==> src/verif/memInit.hex <==
// ram image, one hex byte per value, 16 bytes per line
// line n holds byte addresses 16*n to 16*n+15, everything above is zero
13 05 00 00 93 02 40 06 b7 31 00 00 23 a0 51 00
03 a3 01 00 63 0e 03 00 13 03 f3 ff 6f f0 9f ff
5a c3 17 e8 94 2b 7d 06 f1 3e a9 50 c4 88 1f 6b
27 d2 9c 41 b0 0e 73 fa 65 18 ce 32 8d 4f e3 a7
11 b6 5c 29 f8 03 9a 74 df 61 2c 87 40 bd 16 e5
33 7a c1 0f 9e 52 d4 68 a5 1c 86 fb 2e 49 b3 d7
6e 04 f5 91 3b c8 57 22 8a ef 10 6d d9 35 a2 7c
e0 4b 19 b8 72 26 cf 95 0d 63 fe 81 54 ba 28 c6
97 3d 6a e4 01 bf 48 5d f3 2a 8f 76 c0 14 e9 53
b4 79 25 dc 0a 6f 93 47 1e a8 d1 3c 85 f6 62 0b
4d e7 98 30 cb 15 7e a3 59 f2 06 8c 37 da 43 b1
f9 24 6c 8e 13 d5 a0 5f 2b c7 71 09 ec 46 be 92
08 5b d3 a6 47 fc 31 7f 96 02 c9 6b 1a e2 84 3f
c5 70 2d 9b e6 4a b7 18 73 de 05 a1 58 8b f4 26
39 af 12 c2 87 64 fd 4e b9 20 5e d0 0c 9f 75 ea
a4 17 b5 6a dd 0f 83 c3 3a 97 e1 28 bc 51 06 f7
62 cd 44 f0 1b 8e 29 b2 d6 75 4c 03 e8 ad 90 1d

==> src/source/memPkg.sv <==
`default_nettype none

package memPkg;

    // processor side
    localparam int ADDR_W = 32;

    // ram geometry of 1 KiB
    localparam int RAM_ADDR_W = 10;
    localparam int RAM_DEPTH = 1 << RAM_ADDR_W;
    localparam string RAM_INIT_FILE = "/design/src/verif/memInit.hex";

    typedef logic [ADDR_W-1:0] addr_t;
    typedef logic [31:0] word_t;
    typedef logic [7:0] byte_t;

    // access length in bytes where only 1, 2 and 4 are legal
    typedef logic [2:0] len_t;

    // byte counter inside one request
    typedef logic [2:0] stage_t;

    // instruction fetches are always a full word
    localparam len_t FETCH_LEN = 3'd4;

    typedef enum logic [1:0] {
        IDLE,
        FETCH,
        LOAD,
        STORE
    } ctrlState_e;

    // data side request of 68 bits
    typedef struct packed {
        logic  write;
        len_t  len;
        addr_t addr;
        word_t storeData;
    } dataReq_t;

    // one byte command to the ram of 41 bits
    typedef struct packed {
        logic  write;
        addr_t addr;
        byte_t wdata;
    } memPort_t;

endpackage

`default_nettype wire
==> src/source/memCtrl.sv <==
`default_nettype none

module memCtrl
    import memPkg::*;
(
    input  wire        clk,
    input  wire        rst,
    input  wire        rdy,
    input  wire        ioBufferFull,

    // instruction fetch side
    input  wire        fetchEn,
    input  wire addr_t fetchAddr,
    output logic       fetchDone,
    output word_t      fetchInst,

    // load/store side
    input  wire          dataEn,
    input  wire dataReq_t dataReq,
    output logic         dataDone,
    output word_t        dataRdata,

    // byte-wide ram port
    output memPort_t   memCmd,
    input  wire byte_t memRdata
);

    ctrlState_e state;
    stage_t stage;
    stage_t endStage;
    stage_t rdStage;

    // latched request
    addr_t baseAddr;
    len_t len;

    // load bytes shift in at the top and store bytes shift out at the bottom
    word_t wordBuf;
    word_t fullWord;
    word_t loadWord;

    logic stall;
    logic doneCycle;

    assign stall = !rdy || ioBufferFull;

    // stores finish one stage earlier as nothing comes back from the ram
    always_comb begin
        if (state == STORE) begin
            endStage = len - 3'd1;
        end else begin
            endStage = len;
        end
    end

    assign doneCycle = (state != IDLE) && (stage == endStage) && !stall;

    // state and stage counter
    always_ff @(posedge clk) begin
        if (rst) begin
            state <= IDLE;
            stage <= '0;
        end else if (!stall) begin
            case (state)
                IDLE: begin
                    stage <= '0;
                    // data side wins over a pending fetch
                    if (dataEn) begin
                        state <= dataReq.write ? STORE : LOAD;
                    end else if (fetchEn) begin
                        state <= FETCH;
                    end
                end
                default: begin
                    if (stage == endStage) begin
                        state <= IDLE;
                        stage <= '0;
                    end else begin
                        stage <= stage + 3'd1;
                    end
                end
            endcase
        end
    end

    // request latch and byte shifter
    always_ff @(posedge clk) begin
        if (!stall) begin
            if (state == IDLE) begin
                if (dataEn) begin
                    baseAddr <= dataReq.addr;
                    len      <= dataReq.len;
                    wordBuf  <= dataReq.storeData;
                end else if (fetchEn) begin
                    baseAddr <= fetchAddr;
                    len      <= FETCH_LEN;
                end
            end else if (state == STORE || stage != 3'd0) begin
                // stage 0 of a read has no byte back yet
                wordBuf <= {memRdata, wordBuf[31:8]};
            end
        end
    end

    // A stalled cycle points the ram one byte back so that the byte the
    // current stage expects is still on memRdata when the stall ends.
    always_comb begin
        if (stall) begin
            rdStage = stage - 3'd1;
        end else begin
            rdStage = stage;
        end
    end

    always_comb begin
        memCmd.write = (state == STORE) && !stall;
        memCmd.addr  = baseAddr + addr_t'(rdStage);
        memCmd.wdata = wordBuf[7:0];
    end

    // top byte comes straight from the ram in the done cycle
    assign fullWord = {memRdata, wordBuf[31:8]};

    // zero extension of short loads
    always_comb begin
        case (len)
            3'd1:    loadWord = {24'h00_0000, fullWord[31:24]};
            3'd2:    loadWord = {16'h0000, fullWord[31:16]};
            default: loadWord = fullWord;
        endcase
    end

    always_comb begin
        fetchDone = doneCycle && (state == FETCH);
        dataDone  = doneCycle && (state == LOAD || state == STORE);
        fetchInst = fullWord;
        dataRdata = loadWord;
    end

endmodule

`default_nettype wire

==> config.mk <==
export PLATFORM = sky130hd
export DESIGN_NAME = memCtrl
export DESIGN_NICKNAME = d
export VERILOG_FILES = /design/src/source/memPkg.sv /design/src/source/memCtrl.sv
export SDC_FILE = /design/constraint.sdc
export NUM_CORES = 1
export LEC_CHECK = 0
export BUFFER_PORTS_ARGS = -buffer_cell sky130_fd_sc_hd__buf_2
export CAP_MARGIN = 20
export CORE_ASPECT_RATIO = 1.75
export CORE_MARGIN = 2
export CORE_UTILIZATION = 46
export DETAILED_ROUTE_END_ITERATION = 8
export GPL_TIMING_DRIVEN = 0
export PLACE_DENSITY_LB_ADDON = 0.1
export SLEW_MARGIN = 20
export SYNTH_ARGS = -nofsm -noshare
export SYNTH_HDL_FRONTEND = slang
export SYNTH_SLANG_ARGS = --single-unit
==> constraint.sdc <==
create_clock -name clk -period 6.47 [get_ports clk]
set_input_delay 1.6175 -clock clk [delete_from_list [all_inputs] [get_ports clk]]
set_output_delay 1.6175 -clock clk [all_outputs]
set_load 0.005 [all_outputs]
==> parameters.txt, run 1 <==
Parameter                              Value

Detailed routing
  Number of iterations in the first detailed-routing pass ... 4
  Avg Vias per Cell ... 5.12
  DRC ... 0
  Final wirelength ... 11.5 mm
  Number of nets still failing antenna checks after routing ... 0
  Average wire per standard cell ... 15.8 microns
  DR iter-0 viols ... 124
  Total vias in the final route ... 3712

Worst setup path
  Worst R2R End ... baseAddr[13]
  Slowest CP cell ... fa_1
  Kind of end point of the critical path ... output port
  R2R setup slack ... 3.97 ns
  Crit path required time ... 4.85 ns
  Termination of the worst setup path ... memCmd[32]
  Timing startpoint of the critical path ... rdy
  Critical-path maximum fanout ... 8
  Worst R2R Path Depth ... 6
  Type of element launching the critical path ... input pin
  Critical R2R Launch ... state[1]
  Critical path class ... in2out
  Worst EP arrival ... 4.13 ns
  Cells along the critical path ... buf_2 -> nor2b_1 -> clkbuf_1 -> nor2_1 -> nor2_1 -> ha_1 -> inv_1 -> fa_1 -> nor2b_1 -> o2111ai_2 -> nor2_2 -> nand4_1 -> xnor2_1 -> buf_2
  Worst stage delay on the critical path ... 0.41 ns

Finish
  NumNets Final ... 722
  Proportion of layout cells with a drive suffix above 1 ... 54.7%
  Layout Area Growth over Synthesis ... 37.0%
  Filler cells ... 788
  Final core area utilization ... 63.7%
  Final standard cell area without fillers ... 0.00596 sq mm
  Antenna cell count ... 0

Clocking
  Clock tree from TritonCTS ... done
  Clock-pin slew on the worst setup and hold paths ... 0.05 ns
  Clock latency of the later-clocked register in the worst-skew pair ... 0.33 ns
  Max Buffers Root-to-Sink ... 2
  CTS Root Cell ... clkbuf_16
  Buffers inserted by post-CTS timing repair ... 0
  H-tree depth reported by CTS ... 3
  Quantity of gates resized following cts ... 0
  Count of clock tree sinks ... 72
  Number of clock buffers inserted by TritonCTS ... 9
  Hold Buf Count CTS ... 0

Hold path
  Class of the tightest hold or removal check ... reg2reg
  Beginning of the worst hold path ... stage[1]

GRT
  Total routing usage reported by global routing ... 22.3%
  Global-route wire length before repair ... 17.8 mm
  Sum of overflow across all layers after global routing ... 0
  Grt met1 use ... 20.4%
  Largest net degree at the start of global routing ... 25
  Met3 track utilization from global routing ... 5.66%
  Initial antenna violation count ... 0
  Vias in the first global route ... 3815
  Global-route track usage on met2 ... 43.7%
  Peak-usage layer in the global routing report ... met2

Timing
  Worst Skew ... 0.00862 ns
  Fin Hold WS ... 0.507 ns
  Period utilization ... 88.8%
  RSZ-0062 raised after global routing ... false
  Setup Viol. Count Final ... 0
  Hold violation count in the final report ... 0
  Fmax ... 174 MHz
  Tightest slew margin relative to the limit ... 61.9%
  Time the worst path needs with I/O delays and setup ... 5.75 ns
  Worst Setup Slack, final ... 0.723 ns
  Pin slew with the least headroom to its limit ... 0.571 ns
  Final number of max-transition violations ... 0

Synth
  Avg Cell Area, Syn ... 12.0 sq um
  Number of enable-type register cells in the synthesized netlist ... 67
  Proportion of register bits with asynchronous set or reset after synthesis ... 0%
  Synthesized netlist net count ... 488
  Synth cell types ... 46
  Primary flip-flop cell chosen by synthesis mapping ... edfxtp_1
  Register bit count reported by yosys ... 72
  Sequential area share after synthesis ... 48.5%
  Synthesis warning total ... 0
  Synthesized netlist cell count ... 364
  Summed instance area of the synthesized netlist ... 0.00435 sq mm

Die
  Top-level port count ... 221
  Die area ... 0.0103 sq mm
  DIE WIDTH ... 77.5 microns
  Overall die height ... 133 microns
  Initial cell density of the core ... 46.5%
  Core outline area ... 0.00935 sq mm
  Number of rows in the core area ... 47

Place
  Weighted congestion reported at the end of routability-driven placement ... 0.817
  I/O Buffers ... 220
  Placed Area ... 0.00568 sq mm
  Worst setup slack after placement ... 0.667 ns
  HPWL after DPL ... 9.48 mm

Power and ir drop
  Cell area power density ... 209 mW/mm^2
  Combinational fraction of design power ... 17.3%
  Sequential power share ... 44.6%
  Leakage power total ... 2.57 nW
  Clock network fraction of total power ... 38.1%
  Total power after layout ... 0.00124 W
  Switching power summed over all nets ... 0.000292 W
  Worst IR drop on VDD ... 0.000144 V
  Switching power as a share of total power ... 23.5%
  P_int ... 0.000951 W

Flow run
  Number of max-capacitance violations reported ... 0

Outcome
  Status ... finished, final reports clean
-- worst min-delay path by stage --
| stage | endpoint | slack (ns) | cells past startpoint |
|---|---|---|---|
| floorplan | stage[1] | 0.46 | 2 |
| global placement | stage[1] | 0.49 | 2 |
| detailed placement | stage[1] | 0.50 | 2 |
| CTS | stage[1] | 0.51 | 2 |
| global route | stage[1] | 0.53 | 2 |
| finish | stage[1] | 0.51 | 2 |
-- layer usage --
layer | wire, microns | part of all wire (%) | vias up
li1 | - | - | 1791
met1 | 3820 | 33 | 1729
met2 | 6560 | 57 | 164
met3 | 722 | 6.3 | 28
met4 | 350 | 3.1 | 0
met5 | 0 | 0 | -
-- critical path: cells and delay by family --
| family | cells | cell delay (ns) |
|---|---|---|
| AND/OR/NAND/NOR | 6 | 0.99 |
| AO/OA/AOI/OAI | 1 | 0.23 |
| XOR/XNOR | 1 | 0.14 |
| buffers and inverters | 4 | 0.54 |
| adder cells (fa/ha/maj) | 2 | 0.59 |
-- power groups by stage --
stage / logic, W / clock network, W / registers, W
after floorplan: 0.000115 / 0 / 0.000563
after global placement: 0.000205 / 0 / 0.000565
after detailed placement: 0.000217 / 0 / 0.000564
after CTS: 0.000218 / 0.000482 / 0.000554
after global routing: 0.000235 / 0.000502 / 0.000557
final: 0.000215 / 0.000474 / 0.000555
-- flip-flops by register name, summed over array words and instances (netlist names) --
signal    flops
len           3
state         2
stage         3
baseAddr     32
wordBuf      32
-- stage by stage --
stage | TNS, ns | std cells
2_1_floorplan | 0 | 364
3_3_place_gp | -4.86 | 706
3_5_place_dp | 0 | 709
4_1_cts | 0 | 725
5_1_grt | 0 | 725
6_report | 0 | 725
-- cell families after synthesis --
logic type,synth area share (%)
fa+ha+maj,3.05
compound gates,6.96
simple gates,13.0
buf+inv,4.37
mux,16.8
flops,48.5
xor+xnor,7.25
-- cells in the mapped netlist (2+ instances only) --
| cell | number | area, sq um |
|---|---|---|
| nand2_1 | 24 | 90.1 |
| mux2_2 | 65 | 732 |
| a22o_1 | 8 | 70.1 |
| a22oi_1 | 8 | 60.1 |
| a21oi_1 | 5 | 25.0 |
| inv_1 | 10 | 37.5 |
| nand3_1 | 11 | 55.1 |
| nand4_1 | 6 | 37.5 |
| nor3_1 | 4 | 20.0 |
| buf_2 | 7 | 35.0 |
| nor2_1 | 11 | 41.3 |
| and4_1 | 3 | 26.3 |
| ha_1 | 9 | 113 |
| nand2b_1 | 3 | 18.8 |
| and3_1 | 5 | 31.3 |
| o21ai_0 | 11 | 55.1 |
| xor2_1 | 7 | 61.3 |
| and4_4 | 2 | 22.5 |
| and2_1 | 20 | 125 |
| nor2b_1 | 4 | 25.0 |
| buf_4 | 8 | 60.1 |
| dfxtp_1 | 5 | 100 |
| clkbuf_1 | 10 | 37.5 |
| xnor2_1 | 29 | 254 |
| edfxtp_1 | 67 | 2010 |
| nor2_2 | 2 | 12.5 |
-- cell usage in the layout (no fill, tap or decap), drive strengths merged, types with 6 or more instances in the layout --
| cell type | n |
|---|---|
| a21oi | 6 |
| a22oi | 8 |
| xnor2 | 29 |
| a22o | 8 |
| ha | 9 |
| mux2 | 65 |
| edfxtp | 67 |
| nand2 | 25 |
| buf | 240 |
| nand3 | 12 |
| inv | 10 |
| nor2 | 13 |
| nand4 | 6 |
| clkbuf | 22 |
| xor2 | 7 |
| o21ai | 11 |
| and2 | 20 |
-- cell type report --
cell class	instances	area [sq um]	area share (%)
multi-input combinational	254	2070	34.8
timing repair buffer	223	1150	19.3
clock buffer	11	233	3.90
inverter	10	37.5	0.630
clock inverter	5	47.5	0.798
tap	122	153	2.56
buffer	28	153	2.56
sequential	72	2110	35.4
Power figures use the tool's default switching activity.
==> run 2: changes to the inputs <==
--- a/config.mk
+++ b/config.mk
@@ -8,8 +8,7 @@
 export BUFFER_PORTS_ARGS = -buffer_cell sky130_fd_sc_hd__buf_2
 export CAP_MARGIN = 20
 export CORE_ASPECT_RATIO = 1.75
-export CORE_MARGIN = 2
-export CORE_UTILIZATION = 46
+export CORE_UTILIZATION = 50
 export DETAILED_ROUTE_END_ITERATION = 8
 export GPL_TIMING_DRIVEN = 0
 export PLACE_DENSITY_LB_ADDON = 0.1
==> constraint.sdc (replaced) <==
create_clock -name clk -period 6.7 [get_ports clk]
set_input_delay 1.675 -clock clk [delete_from_list [all_inputs] [get_ports clk]]
set_output_delay 1.675 -clock clk [all_outputs]
set_load 0.005 [all_outputs]
==> run 2 against run 1 <==
Sequential share of layout area barely moved. Global-route usage rose by 3.9 points. Clock-buffer cell count fell by 2.
==> parameters.txt, run 2 (same netlist as run 1, synthesis figures left out) <==
Parameter                              Value

Worst setup path
  Critical-path maximum fanout ... 8 (unchanged)
  Critical path class ... in2out
  Worst EP arrival ... 4.19 ns (+0.06 ns)
  Crit path required time ... 5.03 ns (+0.18 ns)
  Type of element launching the critical path ... input pin
  Kind of end point of the critical path ... output port

Detailed routing
  Number of nets still failing antenna checks after routing ... 0 (unchanged)
  DRC ... 0 (unchanged)
  DR iter-0 viols ... 140 (+13%)
  Average wire per standard cell ... 16.1 microns (+2.2%)
  Final wirelength ... 11.6 mm (+1.2%)
  Total vias in the final route ... 3721 (+0.24%)
  Number of iterations in the first detailed-routing pass ... 6 (+2)
  Avg Vias per Cell ... 5.18 (+1.2%)

GRT
  Largest net degree at the start of global routing ... 25 (unchanged)
  Global-route wire length before repair ... 17.9 mm (+1.0%)
  Initial antenna violation count ... 0 (unchanged)
  Vias in the first global route ... 3868 (+1.4%)
  Sum of overflow across all layers after global routing ... 0 (unchanged)
  Total routing usage reported by global routing ... 26.2% (+3.9 points)

Die
  Overall die height ... 125 microns (-5.5%)
  Core outline area ... 0.00837 sq mm (-11%)
  Initial cell density of the core ... 52.0% (+5.5 points)
  DIE WIDTH ... 72.5 microns (-6.5%)
  Number of rows in the core area ... 44 (-6.4%)
  Die area ... 0.00909 sq mm (-12%)
  Top-level port count ... 221 (unchanged)

Finish
  Most frequent cells in the layout ... buf_2 (227), edfxtp_1 (67), mux2_2 (65)
  Leading registers by flop count ... baseAddr: 32 flops, wordBuf: 32 flops
  Antenna cell count ... 0 (unchanged)
  NumNets Final ... 722 (unchanged)
  Most common library cell in the layout ignoring fill and taps ... buf_2
  Final standard cell area without fillers ... 0.00596 sq mm (about the same)
  Proportion of layout cells with a drive suffix above 1 ... 55.4% (+0.66 points)
  Layout Area Growth over Synthesis ... 37.0% (about the same)

Clocking
  Clock tree from TritonCTS ... done
  Max Buffers Root-to-Sink ... 2 (unchanged)
  Hold Buf Count CTS ... 0 (unchanged)
  Number of clock buffers inserted by TritonCTS ... 9 (unchanged)
  Quantity of gates resized following cts ... 0 (unchanged)
  Clock latency of the later-clocked register in the worst-skew pair ... 0.33 ns (about the same)
  Clock-pin slew on the worst setup and hold paths ... 0.05 ns (about the same)
  H-tree depth reported by CTS ... 3 (unchanged)
  Count of clock tree sinks ... 72 (unchanged)
  CTS Root Cell ... clkbuf_16
  Buffers inserted by post-CTS timing repair ... 0 (unchanged)

Timing
  Worst Setup Slack, final ... 0.835 ns (+0.112 ns)
  Hold violation count in the final report ... 0 (unchanged)
  RSZ-0062 raised after global routing ... false
  Sum Neg Setup Slack ... 0 ns (unchanged)
  Pin slew with the least headroom to its limit ... 0.549 ns (-0.0224 ns)
  Worst Skew ... 0.00605 ns (-0.00258 ns)
  Fmax ... 170 MHz
  Setup Viol. Count Final ... 0 (unchanged)
  Final number of max-transition violations ... 0 (unchanged)
  Tightest slew margin relative to the limit ... 63.4% (+1.5 points)
  Fin Hold WS ... 0.519 ns (+0.0117 ns)
  Period utilization ... 87.5%
  Time the worst path needs with I/O delays and setup ... 5.87 ns

Place
  HPWL after DPL ... 9.30 mm (-1.9%)
  Placed Area ... 0.00568 sq mm (about the same)
  Worst setup slack after placement ... 0.812 ns (+0.145 ns)
  Weighted congestion reported at the end of routability-driven placement ... 0.861 (+5.4%)
  I/O Buffers ... 220 (unchanged)

Power and ir drop
  Cell area power density ... 203 mW/mm^2 (-2.6%)
  Leakage power total ... 2.57 nW (+0.29%)
  Worst IR drop on VDD ... 0.000179 V (+25%)

Hold path
  Class of the tightest hold or removal check ... reg2reg

Flow run
  Number of max-capacitance violations reported ... 0 (unchanged)

Outcome
  Status ... finished, final reports clean
-- run 2: changes by cell type in the layout (fill, tap and decap cells not counted), sizes merged --
cell / change
clkinv: +1
clkinvlp: +1
clkbuf: -2
-- run 2: layout make-up --
type	count	area, sq um
sequential	72	2110
tap	115	144
clock inverter	7	62.6
clock buffer	9	225
multi-input combinational	254	2070
inverter	10	37.5
buffer	28	153
fill	655	2400
timing repair buffer	223	1150
-- run 2: report_power, final --
| group | switching [W] | leakage [nW] | internal [W] |
|---|---|---|---|
| clock | 0.000181 | 0.145 | 0.000285 |
| combinational | 0.0000964 | 1.77 | 0.000114 |
| sequential | 0.0000144 | 0.657 | 0.000521 |
-- run 2: routing by layer --
layer | wire [microns] | up-vias | global-route usage, %
li1 | - | 1792 | -
met1 | 3810 | 1749 | 23.5
met2 | 6910 | 162 | 53.2
met3 | 603 | 18 | 5.16
met4 | 260 | 0 | 10.6
met5 | 0 | - | 0
-- run 2: final timing paths --
kind | slack (ns) | cells past startpoint | from | to
setup / recovery | 0.83 | 14 | rdy | memCmd[32]
hold / removal | 0.52 | 2 | stage[1] | stage[1]
setup reg to reg | 4.25 | 6 | state[1] | baseAddr[18]
hold reg to reg | 0.52 | 2 | stage[1] | stage[1]
-- run 2: worst max-delay path, cell delays in order --
cell and delay, ns:
buf_2 0.08, nor2b_1 0.11, clkbuf_1 0.29, nor2_1 0.10, nor2_1 0.13, ha_1 0.18, inv_1 0.07, fa_1 0.39
nor2b_1 0.22, o2111ai_2 0.22, nor2_2 0.30, nand4_1 0.16, xnor2_1 0.14, buf_2 0.12
-- run 2: through the flow --
| stage | util, % | instances | total power [W] |
|---|---|---|---|
| finish | 71.3 | 718 | 0.00121 |
| global route | 71.3 | 718 | 0.00126 |
| CTS | 71.3 | 718 | 0.00122 |
| detailed placement | 67.8 | 702 | 0.000755 |
| global placement | 66.9 | 699 | 0.000744 |
| floorplan | - | 364 | 0.000654 |
